--- src/source/bus_slave_pkg.sv ---
// bus slave package
// sizes shared by the host bus slave: bus byte, stored word,
// word address and protocol error counter
// all blocks refer to these by scoped names

`default_nettype none

package bus_slave_pkg;

	// one host bus transfer
	localparam int bus_width = 8;

	// bus phases that make up one stored word
	localparam int beats_per_word = 4;

	// stored word, msb byte travels first
	localparam int word_width = bus_width * beats_per_word;

	localparam int beat_index_width = 2; // byte counter, runs 3 down to 0

	// word address is loaded from a single bus byte
	localparam int address_width = bus_width;

	localparam int memory_depth = 256; // words behind the slave

	// protocol errors, saturating
	localparam int error_count_width = 16;

endpackage

`default_nettype wire

--- src/source/transaction_sequencer.sv ---
// transaction sequencer
// decodes each host bus phase as address, write or read
// write bytes are assembled msb first into a word and committed after
// the fourth byte; read bytes are taken from the addressed word msb first
// an address phase that arrives mid-word counts as a protocol error

`timescale 1ns/1ps
`default_nettype none

module transaction_sequencer (
	input  wire logic                                        clock,
	input  wire logic                                        reset,
	input  wire logic                                        sync_read,
	input  wire logic                                        sync_register_select,
	input  wire logic [bus_slave_pkg::bus_width-1:0]         sync_bus,
	input  wire logic                                        phase_start,
	input  wire logic                                        phase_end,
	input  wire logic [bus_slave_pkg::word_width-1:0]        read_word,
	output logic      [bus_slave_pkg::address_width-1:0]     word_address,
	output logic      [bus_slave_pkg::word_width-1:0]        write_word,
	output logic                                             write_strobe,
	output logic      [bus_slave_pkg::bus_width-1:0]         bus_out,
	output logic                                             bus_drive,
	output logic                                             ack_valid,
	output logic      [bus_slave_pkg::error_count_width-1:0] error_count
);

	// byte counters run from the msb slot down to slot 0
	logic [bus_slave_pkg::beat_index_width-1:0] write_beat;
	logic [bus_slave_pkg::beat_index_width-1:0] read_beat;
	logic                                       write_active; // phase in progress is a write
	logic                                       read_active;
	logic                                       address_phase;
	logic                                       write_phase;
	logic                                       read_phase;
	logic                                       mid_word;

	// all ones is the msb slot
	function automatic logic [bus_slave_pkg::beat_index_width-1:0] next_beat(
		input logic [bus_slave_pkg::beat_index_width-1:0] beat
	);
		if (beat == '0) begin
			return {bus_slave_pkg::beat_index_width{1'b1}}; // wrap to msb
		end
		return beat - 1'b1;
	endfunction

	// read wins over register_select
	assign read_phase    = sync_read;
	assign address_phase = ~sync_read & ~sync_register_select;
	assign write_phase   = ~sync_read & sync_register_select;

	assign mid_word = (write_beat != {bus_slave_pkg::beat_index_width{1'b1}})
		|| (read_beat != {bus_slave_pkg::beat_index_width{1'b1}});

	assign bus_drive = sync_read; // slave owns the bus while the host reads

	always_ff @(posedge clock) begin
		if (reset) begin
			word_address <= '0;
			write_strobe <= 1'b0;
			bus_out      <= '0;
			ack_valid    <= 1'b0;
			error_count  <= '0;
			write_beat   <= {bus_slave_pkg::beat_index_width{1'b1}};
			read_beat    <= {bus_slave_pkg::beat_index_width{1'b1}};
			write_active <= 1'b0;
			read_active  <= 1'b0;
		end else begin
			write_strobe <= 1'b0; // single-cycle pulse

			if (phase_start) begin
				ack_valid    <= 1'b1;
				write_active <= write_phase;
				read_active  <= read_phase;
				if (address_phase) begin
					word_address <= sync_bus;
					if (mid_word) begin
						// partial word abandoned
						if (error_count != {bus_slave_pkg::error_count_width{1'b1}}) begin
							error_count <= error_count + 1'b1;
						end
					end
					write_beat <= {bus_slave_pkg::beat_index_width{1'b1}};
					read_beat  <= {bus_slave_pkg::beat_index_width{1'b1}};
				end else if (write_phase) begin
					if (write_beat == '0) begin
						write_strobe <= 1'b1; // last byte, commit next edge
					end
				end else begin
					// same edge as ack_valid rise
					bus_out <= read_word[read_beat * bus_slave_pkg::bus_width +:
						bus_slave_pkg::bus_width];
				end
			end

			if (phase_end) begin
				ack_valid    <= 1'b0;
				write_active <= 1'b0;
				read_active  <= 1'b0;
				if (write_active) begin
					write_beat <= next_beat(write_beat);
				end
				if (read_active) begin
					read_beat <= next_beat(read_beat);
				end
			end
		end
	end

	// word assembly register, payload only
	always_ff @(posedge clock) begin
		if (phase_start && write_phase) begin
			write_word[write_beat * bus_slave_pkg::bus_width +: bus_slave_pkg::bus_width]
				<= sync_bus;
		end
	end

endmodule

`default_nettype wire

--- config.mk ---
export PLATFORM = sky130hd
export DESIGN_NAME = transaction_sequencer
export DESIGN_NICKNAME = d
export VERILOG_FILES = /design/src/source/bus_slave_pkg.sv /design/src/source/transaction_sequencer.sv
export SDC_FILE = /design/constraint.sdc
export NUM_CORES = 1
export LEC_CHECK = 0
export BUFFER_PORTS_ARGS = -buffer_cell sky130_fd_sc_hd__buf_2
export CELL_PAD_IN_SITES_DETAIL_PLACEMENT = 1
export CELL_PAD_IN_SITES_GLOBAL_PLACEMENT = 2
export CORE_UTILIZATION = 30
export DETAILED_ROUTE_END_ITERATION = 12
export GPL_ROUTABILITY_DRIVEN = 0
export PLACE_DENSITY = 0.8
export SLEW_MARGIN = 20
export SYNTH_ARGS = -nofsm -noshare
export SYNTH_HDL_FRONTEND = slang
export SYNTH_SLANG_ARGS = --single-unit
--- constraint.sdc ---
create_clock -name clock -period 3.5 [get_ports clock]
set_input_delay 0.525 -clock clock [delete_from_list [all_inputs] [get_ports clock]]
set_output_delay 0.525 -clock clock [all_outputs]
set_load 0.03 [all_outputs]
==> results by group <==
Run status
  – Status: finished, final reports clean

Yosys
  – Register area share after synthesis: 0.545
  – Mapped Nets: 352
  – Top cells by area, synth: edfxtp_1 (30%), dfxtp_1 (25%), and2_1 (7.0%)
  – Cell taking the most area after synthesis: edfxtp_1
  – Most common cell in the netlist: dfxtp_1
  – Number of synthesized register bits: 72
  – Synth cell count leaders: dfxtp_1 (40), and2_1 (36), nand2_1 (33)
  – Synth Cell Area: 3230 µm²
  – Yosys Warn Count: 0
  – Main synth FF type: dfxtp_1
  – Netlist cell types: 40
  – Ys async rst share: 0
  – Yosys top cell area share: 0.297
  – Post-Syn Area per Cell: 10.9 µm²
  – Mapped Cells: 297
  – Post-synth EDFFs: 32

Route
  – Wire per inst: 15.4 µm
  – DR DRC count: 0
  – Via-to-Cell Ratio: 4.94
  – Antenna viol nets, final: 0
  – DR vias: 2718
  – 1st-pass router iterations: 4
  – DRT Wirelength: 8480 µm
  – DRT iter0 DRCs: 72

Run
  – Max cap viols: 0

Critical path
  – Arr. time, crit path: 2.68 ns
  – FF-to-FF End: error_count[9]
  – Crit path kind: input port to register
  – Worst-path cell chain: buf_2 > or3b_1 > or3_1 > a2111oi_0 > a211oi_1
  – Required @ worst endpoint: 3.70 ns
  – Worst-case reg-to-reg path depth: 5
  – FF-to-FF Start: read_beat[0]
  – Buf+Inv Stages, Crit Path: 1
  – Family with the most delay on the worst path: simple AND/OR/NAND/NOR gates
  – Critical Path Max Stage Delay: 0.65 ns
  – Crit path max fanout: 15
  – Max stage delay cell, worst path: or3b_1
  – R2R Setup Slk: 1.07 ns
  – CP Launch Type: input port
  – CP endpoint kind: register

Timing
  – Max Slew Vio Count: 0
  – Worst-margin pin slew: 0.884 ns
  – Setup tns final: 0 ns
  – Final Skew: 0.00695 ns
  – Final Critical Period: 2.48 ns
  – Fin. Hold Viols: 0
  – Final-report setup violation count: 0
  – Fmax: 403 MHz
  – Slew headroom: 0.405
  – RSZ-0062 raised after global routing: false
  – Post-route worst setup slack: 1.02 ns
  – Final Cycle Share: 0.710

CTS
  – Total CTS buffers: 9
  – Post-cts hold buffer count: 0
  – Clk Latency, worst-skew pair: 0.35 ns
  – Setup Fix Bufs, Post-CTS: 0
  – Clock buffer depth: 2
  – # H-tree levels: 3
  – CTS tree: built
  – Clock Sinks: 72
  – CTS root buffer: clkbuf_8
  – Post-CTS Resized: 0
  – Clock Pin Slew Worst Setup and Hold Paths: 0.08 ns

GRT
  – Initial antenna violation count: 0
  – Global-route usage over all layers: 0.157
  – Overflow after GRT: 0
  – Largest net degree at the start of global routing: 39
  – Vias in the first global route: 2708
  – Global-route wire length before repair: 13800 µm

Hold path
  – Hold path depth: 2
  – Hold_sp: bus_out[5]
  – Worst hold path class: register to register
  – Min-Delay Endpoint: bus_out[5]

Die
  – Die area: 11200 µm²
  – Rows: 37
  – Die W: 106 µm
  – Io pins: 113
  – Die height: 106 µm
  – Core region area: 10400 µm²
  – Starting Density: 0.312

Pwr
  – Clock share of power: 0.424
  – Power per cell area: 424 nW/µm²
  – P_sw: 408 µW
  – Sw Share: 0.231
  – Combinational power share: 0.071
  – Register share of total power: 0.505
  – Peak supply drop: 0.000167 V
  – Internal power: 1360 µW
  – Leakage Power: 0.00168 µW

Cells and area
  – Antenna diodes: 0
  – Area grow syn2layout: 28.8%
  – Layout cells sized above 1: 0.345
  – Layout Nets: 464

Placed design
  – Port bufs: 112
  – Setup WS pre-CTS: 0.658 ns
  – HPWL after detailed placement: 6230 µm
==> layer usage <==
metal,GRT usage,part of all wire,wire [µm],vias to the layer above
met3,0.0371,0.061,516,8
met4,0.0446,0.0083,70,0
met2,0.262,0.47,3960,104
met1,0.202,0.46,3930,1285
li1,-,-,-,1321
met5,0,0,0,-
==> worst max path at each step <==
stage,from,end,cells after the start
2_1_floorplan,sync_read,error_count[9],5
3_3_place_gp,phase_start,error_count[9],5
3_5_place_dp,phase_start,error_count[9],5
4_1_cts,read_beat[0],error_count[9],5
5_1_grt,read_beat[0],error_count[9],5
6_report,phase_start,error_count[9],5
==> flip-flops by register name, summed over array words and instances (netlist names) <==
signal        cells
word_address      8
bus_out           8
read_active       1
write_strobe      1
write_beat        2
read_beat         2
write_word       32
write_active      1
error_count      16
ack_valid         1
==> placed cells by master, fill, tap and decap left out, types with 3 or more instances in the layout <==
cell type and count:
nand2_1 33, a41oi_1 3, nor2_1 10, nor3b_1 4, inv_1 9, edfxtp_1 32
ha_1 9, clkbuf_8 10, nor3_1 9, o41ai_1 4, and2_1 36, a21oi_1 26
buf_2 112, dfxtp_1 40, or3_1 3, nand3_1 11, nand4_1 4, mux4_2 8
or4_1 3, a211oi_1 6, o21ai_0 4, nor4_1 3
==> tightest hold or removal path: cells and delay by family (launching register included) <==
| kind | cells | cell delay (ns) |
|---|---|---|
| DFF | 1 | 0.31 |
| and+or+nand+nor | 1 | 0.05 |
| AOI/OAI and AO/OA | 1 | 0.05 |
==> power by group through the flow <==
stage                     sequential [µW]  combinational, µW  clock [µW]
after floorplan                       931               49.7           0
after global placement                910                123           0
after detailed placement              911                126           0
after CTS                             891                127         768
after global routing                  893                136         799
final                                 891                125         748
==> per-stage QoR <==
stage / area, µm² / utilization / instances / power [µW] / hold WS, ns
floorplan: 3230 / - / 297 / 981 / 0.484
global placement: 3920 / 0.378 / 534 / 1030 / 0.440
detailed placement: 3920 / 0.378 / 534 / 1040 / 0.447
CTS: 4150 / 0.401 / 550 / 1790 / 0.458
global route: 4160 / 0.401 / 550 / 1830 / 0.486
finish: 4160 / 0.401 / 550 / 1760 / 0.457
==> kinds of logic (layout without fill, tap and decap cells) <==
logic type / Yosys count / after routing / share of synthesized area
and+or+nand+nor: 130 / 130 / 0.222
buffers and inverters: 22 / 139 / 0.0267
AOI/OAI and AO/OA: 53 / 53 / 0.105
muxes: 11 / 11 / 0.0662
adders and majority gates: 9 / 9 / 0.0349
DFF: 72 / 72 / 0.545
==> cell type report <==
class,count,area (µm²)
clock buffers,10,138
well taps,136,170
multi-input cells,203,1390
clock inverters,6,92.6
flip-flops and latches,72,1760
repair buffers,114,576
fillers,1233,6210
inverters,9,33.8
No activity file was read; power rests on OpenSTA's default activity.
