`src/source/bus_slave_pkg.sv`:
```
// bus slave package
// sizes shared by the host bus slave: bus byte, stored word,
// word address and protocol error counter
// all blocks refer to these by scoped names

`default_nettype none

package bus_slave_pkg;

	// one host bus transfer
	localparam int bus_width = 8;

	// bus phases that make up one stored word
	localparam int beats_per_word = 4;

	// stored word, msb byte travels first
	localparam int word_width = bus_width * beats_per_word;

	localparam int beat_index_width = 2; // byte counter, runs 3 down to 0

	// word address is loaded from a single bus byte
	localparam int address_width = bus_width;

	localparam int memory_depth = 256; // words behind the slave

	// protocol errors, saturating
	localparam int error_count_width = 16;

endpackage

`default_nettype wire

```
`src/source/input_synchronizer.sv`:
```
// input synchronizer
// brings the host control levels and the bus byte into the clock domain
// through two flops each, and turns the synchronized enable into
// one-cycle start and end pulses for the sequencer

`timescale 1ns/1ps
`default_nettype none

module input_synchronizer (
	input  wire logic                                clock,
	input  wire logic                                reset,
	input  wire logic                                enable,
	input  wire logic                                read,
	input  wire logic                                register_select,
	input  wire logic [bus_slave_pkg::bus_width-1:0] bus_in,
	output logic                                     sync_read,
	output logic                                     sync_register_select,
	output logic      [bus_slave_pkg::bus_width-1:0] sync_bus,
	output logic                                     phase_start,
	output logic                                     phase_end
);

	logic                                enable_meta;
	logic                                enable_sync;
	logic                                enable_last; // one more stage for edges
	logic                                read_meta;
	logic                                register_select_meta;
	logic [bus_slave_pkg::bus_width-1:0] bus_meta;

	always_ff @(posedge clock) begin
		if (reset) begin
			enable_meta          <= 1'b0;
			enable_sync          <= 1'b0;
			enable_last          <= 1'b0;
			read_meta            <= 1'b0;
			sync_read            <= 1'b0;
			register_select_meta <= 1'b0;
			sync_register_select <= 1'b0;
			bus_meta             <= '0;
			sync_bus             <= '0;
			phase_start          <= 1'b0;
			phase_end            <= 1'b0;
		end else begin
			enable_meta          <= enable;
			enable_sync          <= enable_meta;
			enable_last          <= enable_sync;
			read_meta            <= read;
			sync_read            <= read_meta;
			register_select_meta <= register_select;
			sync_register_select <= register_select_meta;
			bus_meta             <= bus_in; // host holds it stable around enable
			sync_bus             <= bus_meta;
			// registered edge pulses, two clocks after enable is sampled
			phase_start          <= enable_sync & ~enable_last;
			phase_end            <= ~enable_sync & enable_last;
		end
	end

endmodule

`default_nettype wire

```
`config.mk`:
```
export PLATFORM = sky130hd
export DESIGN_NAME = input_synchronizer
export DESIGN_NICKNAME = d
export VERILOG_FILES = /design/src/source/bus_slave_pkg.sv /design/src/source/input_synchronizer.sv
export SDC_FILE = /design/constraint.sdc
export NUM_CORES = 1
export LEC_CHECK = 0
export BUFFER_PORTS_ARGS = -buffer_cell sky130_fd_sc_hd__buf_4
export CAP_MARGIN = 20
export CORE_MARGIN = 2
export CORE_UTILIZATION = 45
export DETAILED_ROUTE_END_ITERATION = 12
export PLACE_DENSITY = 0.74
export SLEW_MARGIN = 20
export SYNTH_ARGS = -nofsm -noshare
export SYNTH_HDL_FRONTEND = slang
export SYNTH_SLANG_ARGS = --single-unit
```
`constraint.sdc`:
```
create_clock -name clock -period 0.8 [get_ports clock]
set_clock_uncertainty 0.15 [all_clocks]
set_input_delay 0.08 -clock clock [delete_from_list [all_inputs] [get_ports clock]]
set_output_delay 0.08 -clock clock [all_outputs]
set_load 0.02 [all_outputs]
```
==> flow_summary.json, run 1 <==
{
  "grt_pass1_wl_um": 1538,
  "reg2reg_slack_ns": 0.05,
  "nets": 100,
  "fin_area_sq_mm": 0.001056,
  "finalCritPeriodShare_pct": 123.8,
  "first_iter_violations": 1,
  "endpoint_kind": "output pin",
  "placedInstanceArea_sq_um": 892.1,
  "powerDensity_mw_per_mm2": 1951,
  "fmax_ghz": 1.010,
  "h-tree-depth": 1,
  "cts_setup_buffers": 0,
  "grt_max_degree": 19,
  "cp_slowest_stage_delay_ns": 0.34,
  "avgSynthCellArea_sq_um": 13.28,
  "worstPathArrival_ns": 0.76,
  "ys_warn_count": 0,
  "drive_above_1_share_pct": 50.00,
  "placedCellCount": 91,
  "clock_sinks": 25,
  "drt-pass1-iter-count": 2,
  "start_util_pct": 46.94,
  "start_kind": "flip-flop",
  "grt_usage_pct": 11.60,
  "cts_root_buf": "clkbuf_4",
  "yosysSeqAreaShare_pct": 72.46,
  "min_path_type": "in2reg",
  "grt_overflow_total": 0,
  "power_leakage_uw": 0.0004797,
  "vdd_drop_max_v": 0.001448,
  "slew_headroom_pct": 87.42,
  "cts_tree": "yes",
  "timing.hold.ws_ns": -0.1726,
  "first_global_vias": 366,
  "via_count": 430,
  "die-height_um": 43.18,
  "rsz0062_at_grt": "yes",
  "layout_setup_ws_ns": -0.1904,
  "status": "finished, violations left",
  "max_slew.worst_pin.slew_ns": 0.1887,
  "cts_made_buffers": 3,
  "critical_path.top_delay_family": "flip-flops",
  "route.detailed.drc": 0,
  "drt_wl_total_um": 1031,
  "synth_nets": 65,
  "num_rows": 14,
  "syn_to_final_growth_pct": 52.90,
  "final_util_pct": 71.77,
  "clk_pin_slew_worst_paths_ns": 0.12,
  "final_hold_viol_count": 17,
  "path_cells": "buf_6",
  "path_class": "reg2out",
  "max_cap_viol_count": 0,
  "detail_route.wl_per_cell_um": 10.11,
  "antenna_left": 0,
  "cts.path.max_buffers": 2,
  "netlist_area_sq_um": 690.7,
  "instances_no_fill": 102,
  "antenna_cells": 0,
  "cp_slowest_cell": "dfxtp_2",
  "maxSlewViolCount": 0,
  "synth_cells": 52,
  "globalplace.congestion": 0.6217,
  "violations": "negative hold slack, negative setup slack",
  "antenna_found_initial": 0,
  "synth.ff_latch_count": 25,
  "design.core.area_sq_mm": 0.001471,
  "critPathMaxFanout": 1,
  "viasPerCell": 4.216,
  "setup_viol": 15,
  "io_buffers": 24,
  "clkLatencyLatePin_ns": 0.30,
  "worstPathRequired_ns": 0.57,
  "ys_types": 6,
  "path_buf_inv": 1,
  "fin_crit_ns": 0.9904,
  "die_area_sq_mm": 0.001864,
  "num_io_pins": 25,
  "dieWidth_um": 43.18
}
[through the flow]
step	power [uW]	TNS [ns]	worst slack, ns
floorplan	1423	0	0.1004
finish	2060	-2.230	-0.1904
global placement	1510	0	0.05467
CTS	2083	-2.337	-0.1976
detailed placement	1515	0	0.04739
global route	2138	-2.561	-0.2207
[logic make-up (layout without fill, tap and decap cells)]
| kind of cell | count (synthesis) | count (layout) | synth area share [%] |
|---|---|---|---|
| DFF | 25 | 25 | 72.46 |
| and+or+nand+nor | 25 | 25 | 24.82 |
| buffers and inverters | 2 | 36 | 2.718 |
[cell type report]
cell class                 count  area [sq um]
sequential                    25         515.5
fill                         102         415.4
timing repair buffer          32         320.3
multi-input combinational     25         173.9
clock buffer                   4         26.28
tap                           16         20.02
[report_power, final]
group          switching, uW  leakage, uW  internal [uW]
Sequential              17.8     0.000211           1300
Clock                    329    0.0000150            194
Combinational           76.1     0.000253            140
Total                    423     0.000480           1640
[layer usage]
layer,vias up,wire [um],track usage [%]
met5,-,0,0
met4,0,0,5.455
met3,0,64,2.979
met2,15,542,20.30
met1,191,424,12.87
li1,224,-,-
[synthesized netlist by cell type (all sizes together)]
cell type   n  share of area (%)
and2b       2                2.2
buf         2                2.7
dfxtp      25                 72
nor2b      21                 19
nor3b       2                3.6
[state kept, by name, summed over array words and instances, names as in the netlist]
| signal | cells |
|---|---|
| bus_meta | 8 |
| enable_last | 1 |
| enable_meta | 1 |
| enable_sync | 1 |
| phase_end | 1 |
| phase_start | 1 |
| read_meta | 1 |
| register_select_meta | 1 |
| sync_bus | 8 |
| sync_read | 1 |
| sync_register_select | 1 |
[cells in the final DEF, fill, tap and decap left out]
| master | Yosys | routed |
|---|---|---|
| buf_4 | 1 | 12 |
| dlymetal6s4s_1 | 0 | 2 |
| nor2b_2 | 0 | 1 |
| buf_12 | 0 | 1 |
| dlygate4sd3_1 | 0 | 5 |
| buf_6 | 1 | 12 |
| dfxtp_1 | 25 | 13 |
| dfxtp_2 | 0 | 12 |
| clkbuf_1 | 0 | 1 |
| nor3b_2 | 2 | 2 |
| nor2b_1 | 21 | 20 |
| clkbuf_4 | 0 | 3 |
| and2b_1 | 2 | 2 |
[final timing paths]
path                                      start                   end  cells after the start
worst max register to register      enable_sync           phase_start                      1
worst min register to register      enable_last           phase_start                      1
worst min-delay path            register_select  register_select_meta                      2
worst max-delay path                phase_start           phase_start                      1
[timing repair]
| item | 4_1_cts | 5_1_grt |
|---|---|---|
| endpoints found under the setup margin | 12 | 17 |
| endpoints found under the hold margin | 19 | 17 |
| hold buffers | 9 | 1 |
| resized for setup | 24 | 3 |
No activity file was read; power rests on OpenSTA's default activity.
==> run 2: changes to the inputs <==
- PLACE_DENSITY: 0.74 -> 0.8
- SLEW_MARGIN: 20 -> not set
==> run 2 against run 1 <==
Count of clock-buffer cells in the layout down 1; hold slack lost 0.0024 ns; non-clock buffer count rose by 3; the flow still finishes with violations (negative hold slack, negative setup slack); setup slack worse by 0.034 ns; first-iteration DRC count decreased by 100%; critical endpoint is now sync_bus[7]; sequential power is essentially flat; sequential share of layout area fell by 1.7 points; via count increased by 2.6%; fmax down 3.4%; utilization up 2.6 points.
==> flow_summary.json, run 2 (same netlist as run 1, synthesis figures left out) <==
{
  "status": "finished, violations left",
  "violations": "negative hold slack, negative setup slack",
  "holdBufCountCts": 11,
  "p_total_uw": 2094,
  "p_comb_share_pct": 11.2,
  "grt_overflow_total": 0,
  "rsz0062_at_grt": "yes",
  "max_slew.worst_pin.slew_ns": 0.1576,
  "p_clk_share_pct": 25.8,
  "mostFrequentLayoutCells": "20 x nor2b_1, 13 x dfxtp_1, 12 x buf_4, 12 x buf_6, 12 x dfxtp_2",
  "cts_root_buf": "clkbuf_4",
  "clk_pin_slew_worst_paths_ns": 0.13,
  "nets": 103,
  "hpwl_um": 693.6,
  "vdd_drop_max_v": 0.001444,
  "path_cells": "buf_6",
  "fin_area_sq_mm": 0.001095,
  "clkLatencyLatePin_ns": 0.30,
  "num_io_pins": 25,
  "place_ws_ns": 0.05041,
  "largestRegisters": "bus_meta x8, sync_bus x8",
  "viasPerCell": 4.200,
  "fmax_ghz": 0.9758,
  "drive_above_1_share_pct": 49.44,
  "syn_to_final_growth_pct": 58.51,
  "route.detailed.drc": 0,
  "cts_made_buffers": 3,
  "detail_route.wl_per_cell_um": 11.11,
  "fin_crit_ns": 1.025,
  "slew_headroom_pct": 89.49,
  "num_rows": 14,
  "clock_sinks": 25,
  "antenna_left": 0,
  "first_global_vias": 435,
  "globalplace.congestion": 0.6200,
  "min_path_type": "in2reg",
  "via_count": 441,
  "cp_slowest_stage_delay_ns": 0.36,
  "seq_power_share_pct": 63.0,
  "powerDensity_mw_per_mm2": 1913,
  "max_cap_viol_count": 0,
  "grt_pass1_wl_um": 1883,
  "p_sw_share_pct": 21.43,
  "timing.hold.ws_ns": -0.1750,
  "mostFrequentLayoutCell": "nor2b_1",
  "endpoint_kind": "output pin",
  "first_iter_violations": 0,
  "die_area_sq_mm": 0.001864,
  "cts.path.max_buffers": 2,
  "drt_wl_total_um": 1167,
  "grt_max_degree": 16,
  "critPathMaxFanout": 1,
  "start_util_pct": 46.94,
  "drt-pass1-iter-count": 1,
  "p_int_uw": 1646,
  "placedInstanceArea_sq_um": 892.1,
  "final_hold_viol_count": 11,
  "maxSlewViolCount": 0,
  "setup_viol": 14,
  "die-height_um": 43.18,
  "critical_path.top_delay_family": "flip-flops",
  "worstPathRequired_ns": 0.57,
  "finalCritPeriodShare_pct": 128.1,
  "design.core.area_sq_mm": 0.001471,
  "cp_slowest_cell": "dfxtp_2",
  "io_buffers": 24,
  "start_kind": "flip-flop",
  "path_class": "reg2out",
  "h-tree-depth": 1,
  "power_leakage_uw": 0.0005089,
  "grt_usage_pct": 14.56,
  "dieWidth_um": 43.18,
  "worstPathArrival_ns": 0.79,
  "antenna_found_initial": 0,
  "antenna_cells": 0,
  "cts_tree": "yes",
  "path_buf_inv": 1,
  "layout_setup_ws_ns": -0.2248,
  "final_util_pct": 74.40,
  "p_sw_uw": 448.8
}
-- run 2: cell count changes in the layout (fill, tap and decap cells not counted), sizes merged --
cell	previous run	this run
clkbuf	4	3
clkinvlp	0	1
dlygate4sd3	5	6
dlymetal6s4s	2	4
-- run 2: power groups by stage --
stage	clock network [uW]	logic (uW)	registers, uW
floorplan	0	56.1	1370
global placement	0	171	1340
detailed placement	0	176	1340
CTS	562	233	1320
global route	621	251	1330
finish	540	234	1320
-- run 2: stage by stage --
step / instances / setup TNS [ns]
6_report: 105 / -2.389
5_1_grt: 105 / -2.807
4_1_cts: 106 / -2.532
3_5_place_dp: 91 / 0
3_3_place_gp: 91 / 0
2_1_floorplan: 52 / 0
-- run 2: path summary, 6_finish.rpt --
check             slack, ns                   end            start  cells past startpoint
hold reg to reg        0.28           phase_start      enable_last                      1
hold / removal        -0.18  register_select_meta  register_select                      2
setup / recovery      -0.22           sync_bus[7]      sync_bus[7]                      1
setup reg to reg       0.05           phase_start      enable_sync                      1
-- run 2: final cells by class --
cell class                 instances  area, sq um
multi-input combinational         25        173.9
sequential                        25        515.5
clock buffer                       3        22.52
tap                               16        20.02
timing repair buffer              35        355.3
clock inverter                     1        7.507
fill                              96        376.6
-- run 2: repair_timing --
action	CTS	global route
setup buffers	0	0
gates resized for setup	24	5
setup endpoints to repair	12	17
hold endpoints to repair	21	12
-- run 2: per-layer routing --
layer | vias to the layer above | routed length [um] | share of wire [%] | global-route usage [%]
li1 | 230 | - | - | -
met1 | 197 | 421 | 36 | 14.67
met2 | 14 | 683 | 59 | 27.46
met3 | 0 | 62 | 5.3 | 2.979
met4 | 0 | 0 | 0 | 7.273
met5 | - | 0 | 0 | 0
==> run 3: changes to the inputs <==
- MAX_ROUTING_LAYER: not set -> met4
==> run 3 against run 2 <==
The run still ends with negative hold slack, negative setup slack left; critical path depth is the same; die area stayed put; setup slack barely moved; final cell count did not move; non-clock buffer count unchanged; first-iteration DRC count is the same; count of clock-buffer cells in the layout unchanged.
==> flow_summary.json, run 3 (same netlist as run 1, synthesis figures left out) <==
{
  "status": "finished, violations left",
  "violations": "negative hold slack, negative setup slack",
  "fillerInstances": 96,
  "finalCritPeriodShare_pct": 128.1,
  "cts_made_buffers": 3,
  "grt_usage_pct": 14.95,
  "antenna_found_initial": 0,
  "drive_above_1_share_pct": 49.44,
  "cts.path.max_buffers": 2,
  "syn_to_final_growth_pct": 58.51,
  "h-tree-depth": 1,
  "grt_pass1_wl_um": 1883,
  "design.core.area_sq_mm": 0.001471,
  "drt-pass1-iter-count": 1,
  "path_class": "reg2out",
  "die-height_um": 43.18,
  "final_hold_viol_count": 11,
  "start_kind": "flip-flop",
  "via_count": 441,
  "clock_sinks": 25,
  "first_global_vias": 435,
  "setup_viol": 14,
  "cp_slowest_cell": "dfxtp_2",
  "timing.hold.ws_ns": -0.1750,
  "vdd_drop_max_v": 0.001444,
  "powerDensity_mw_per_mm2": 1913,
  "num_rows": 14,
  "die_area_sq_mm": 0.001864,
  "cts_tree": "yes",
  "hpwl_um": 693.6,
  "slew_headroom_pct": 89.49,
  "worstPathArrival_ns": 0.79,
  "grt_overflow_total": 0,
  "critPathMaxFanout": 1,
  "path_buf_inv": 1,
  "max_cap_viol_count": 0,
  "holdBufCountCts": 11,
  "clkLatencyLatePin_ns": 0.30,
  "path_cells": "buf_6",
  "detail_route.wl_per_cell_um": 11.10,
  "critical_path.top_delay_family": "flip-flops",
  "route.detailed.drc": 0,
  "viasPerCell": 4.200,
  "min_path_type": "in2reg",
  "antenna_left": 0,
  "antenna_cells": 0,
  "largestRegisters": "bus_meta x8, sync_bus x8",
  "power_leakage_uw": 0.0005089,
  "final_util_pct": 74.40,
  "rsz0062_at_grt": "yes",
  "max_slew.worst_pin.slew_ns": 0.1576,
  "grt_max_degree": 16,
  "mostFrequentLayoutCells": "20 x nor2b_1, 13 x dfxtp_1, 12 x buf_4, 12 x buf_6, 12 x dfxtp_2",
  "num_io_pins": 25,
  "fin_crit_ns": 1.025,
  "worstPathRequired_ns": 0.57,
  "cts_root_buf": "clkbuf_4",
  "cp_slowest_stage_delay_ns": 0.36,
  "p_total_uw": 2094,
  "drt_wl_total_um": 1166,
  "layout_setup_ws_ns": -0.2247,
  "fmax_ghz": 0.9759,
  "endpoint_kind": "output pin",
  "first_iter_violations": 0,
  "clk_pin_slew_worst_paths_ns": 0.13,
  "io_buffers": 24,
  "mostFrequentLayoutCell": "nor2b_1",
  "nets": 103,
  "maxSlewViolCount": 0,
  "globalplace.congestion": 0.6246,
  "start_util_pct": 46.94,
  "dieWidth_um": 43.18
}
run 3: cell counts in the layout (fill, tap and decap cells not counted):
No cell type changed its count.
run 3: metrics by stage:
stage / TNS (ns) / hold WS, ns / std cells / setup slack, ns / instance area, sq um
after floorplan: 0 / 0.001611 / 52 / 0.1004 / 690.7
after global placement: 0 / 0.1404 / 91 / 0.08746 / 892.1
after detailed placement: 0 / 0.1488 / 91 / 0.05041 / 892.1
after CTS: -2.532 / -0.1286 / 106 / -0.2256 / 1092
after global routing: -2.807 / -0.1780 / 105 / -0.2687 / 1095
final: -2.388 / -0.1750 / 105 / -0.2247 / 1095
run 3: per-layer routing:
layer	vias up	wire length (um)	track usage, %
met3	0	59	2.553
li1	230	-	-
met5	-	0	-
met1	197	423	14.93
met2	14	683	27.46
met4	0	0	7.273
run 3: layout make-up:
class | instances | area (sq um) | area share [%]
clock buffers | 3 | 22.52 | 2.057
flip-flops and latches | 25 | 515.5 | 47.09
multi-input cells | 25 | 173.9 | 15.89
well taps | 16 | 20.02 | 1.829
clock inverters | 1 | 7.507 | 0.6857
repair buffers | 35 | 355.3 | 32.46
run 3: path summary, 6_finish.rpt:
path | start | cells past startpoint | endpoint | slack [ns]
worst max-delay path | sync_bus[7] | 1 | sync_bus[7] | -0.22
worst min-delay path | register_select | 2 | register_select_meta | -0.17
worst max register to register | enable_sync | 1 | phase_start | 0.05
worst min register to register | enable_last | 1 | phase_start | 0.28
run 3: repair_timing:
action / 4_1_cts / 5_1_grt
gates resized for setup: 24 / 5
hold endpoints to repair: 21 / 12
setup endpoints to repair: 12 / 17
buffers inserted: 0 / 0
run 3: report_power, final:
| part | switching (uW) | internal (uW) | total, uW |
|---|---|---|---|
| registers | 16.8 | 1300 | 1320 |
| clock network | 349 | 190 | 540 |
| logic | 82.7 | 152 | 235 |
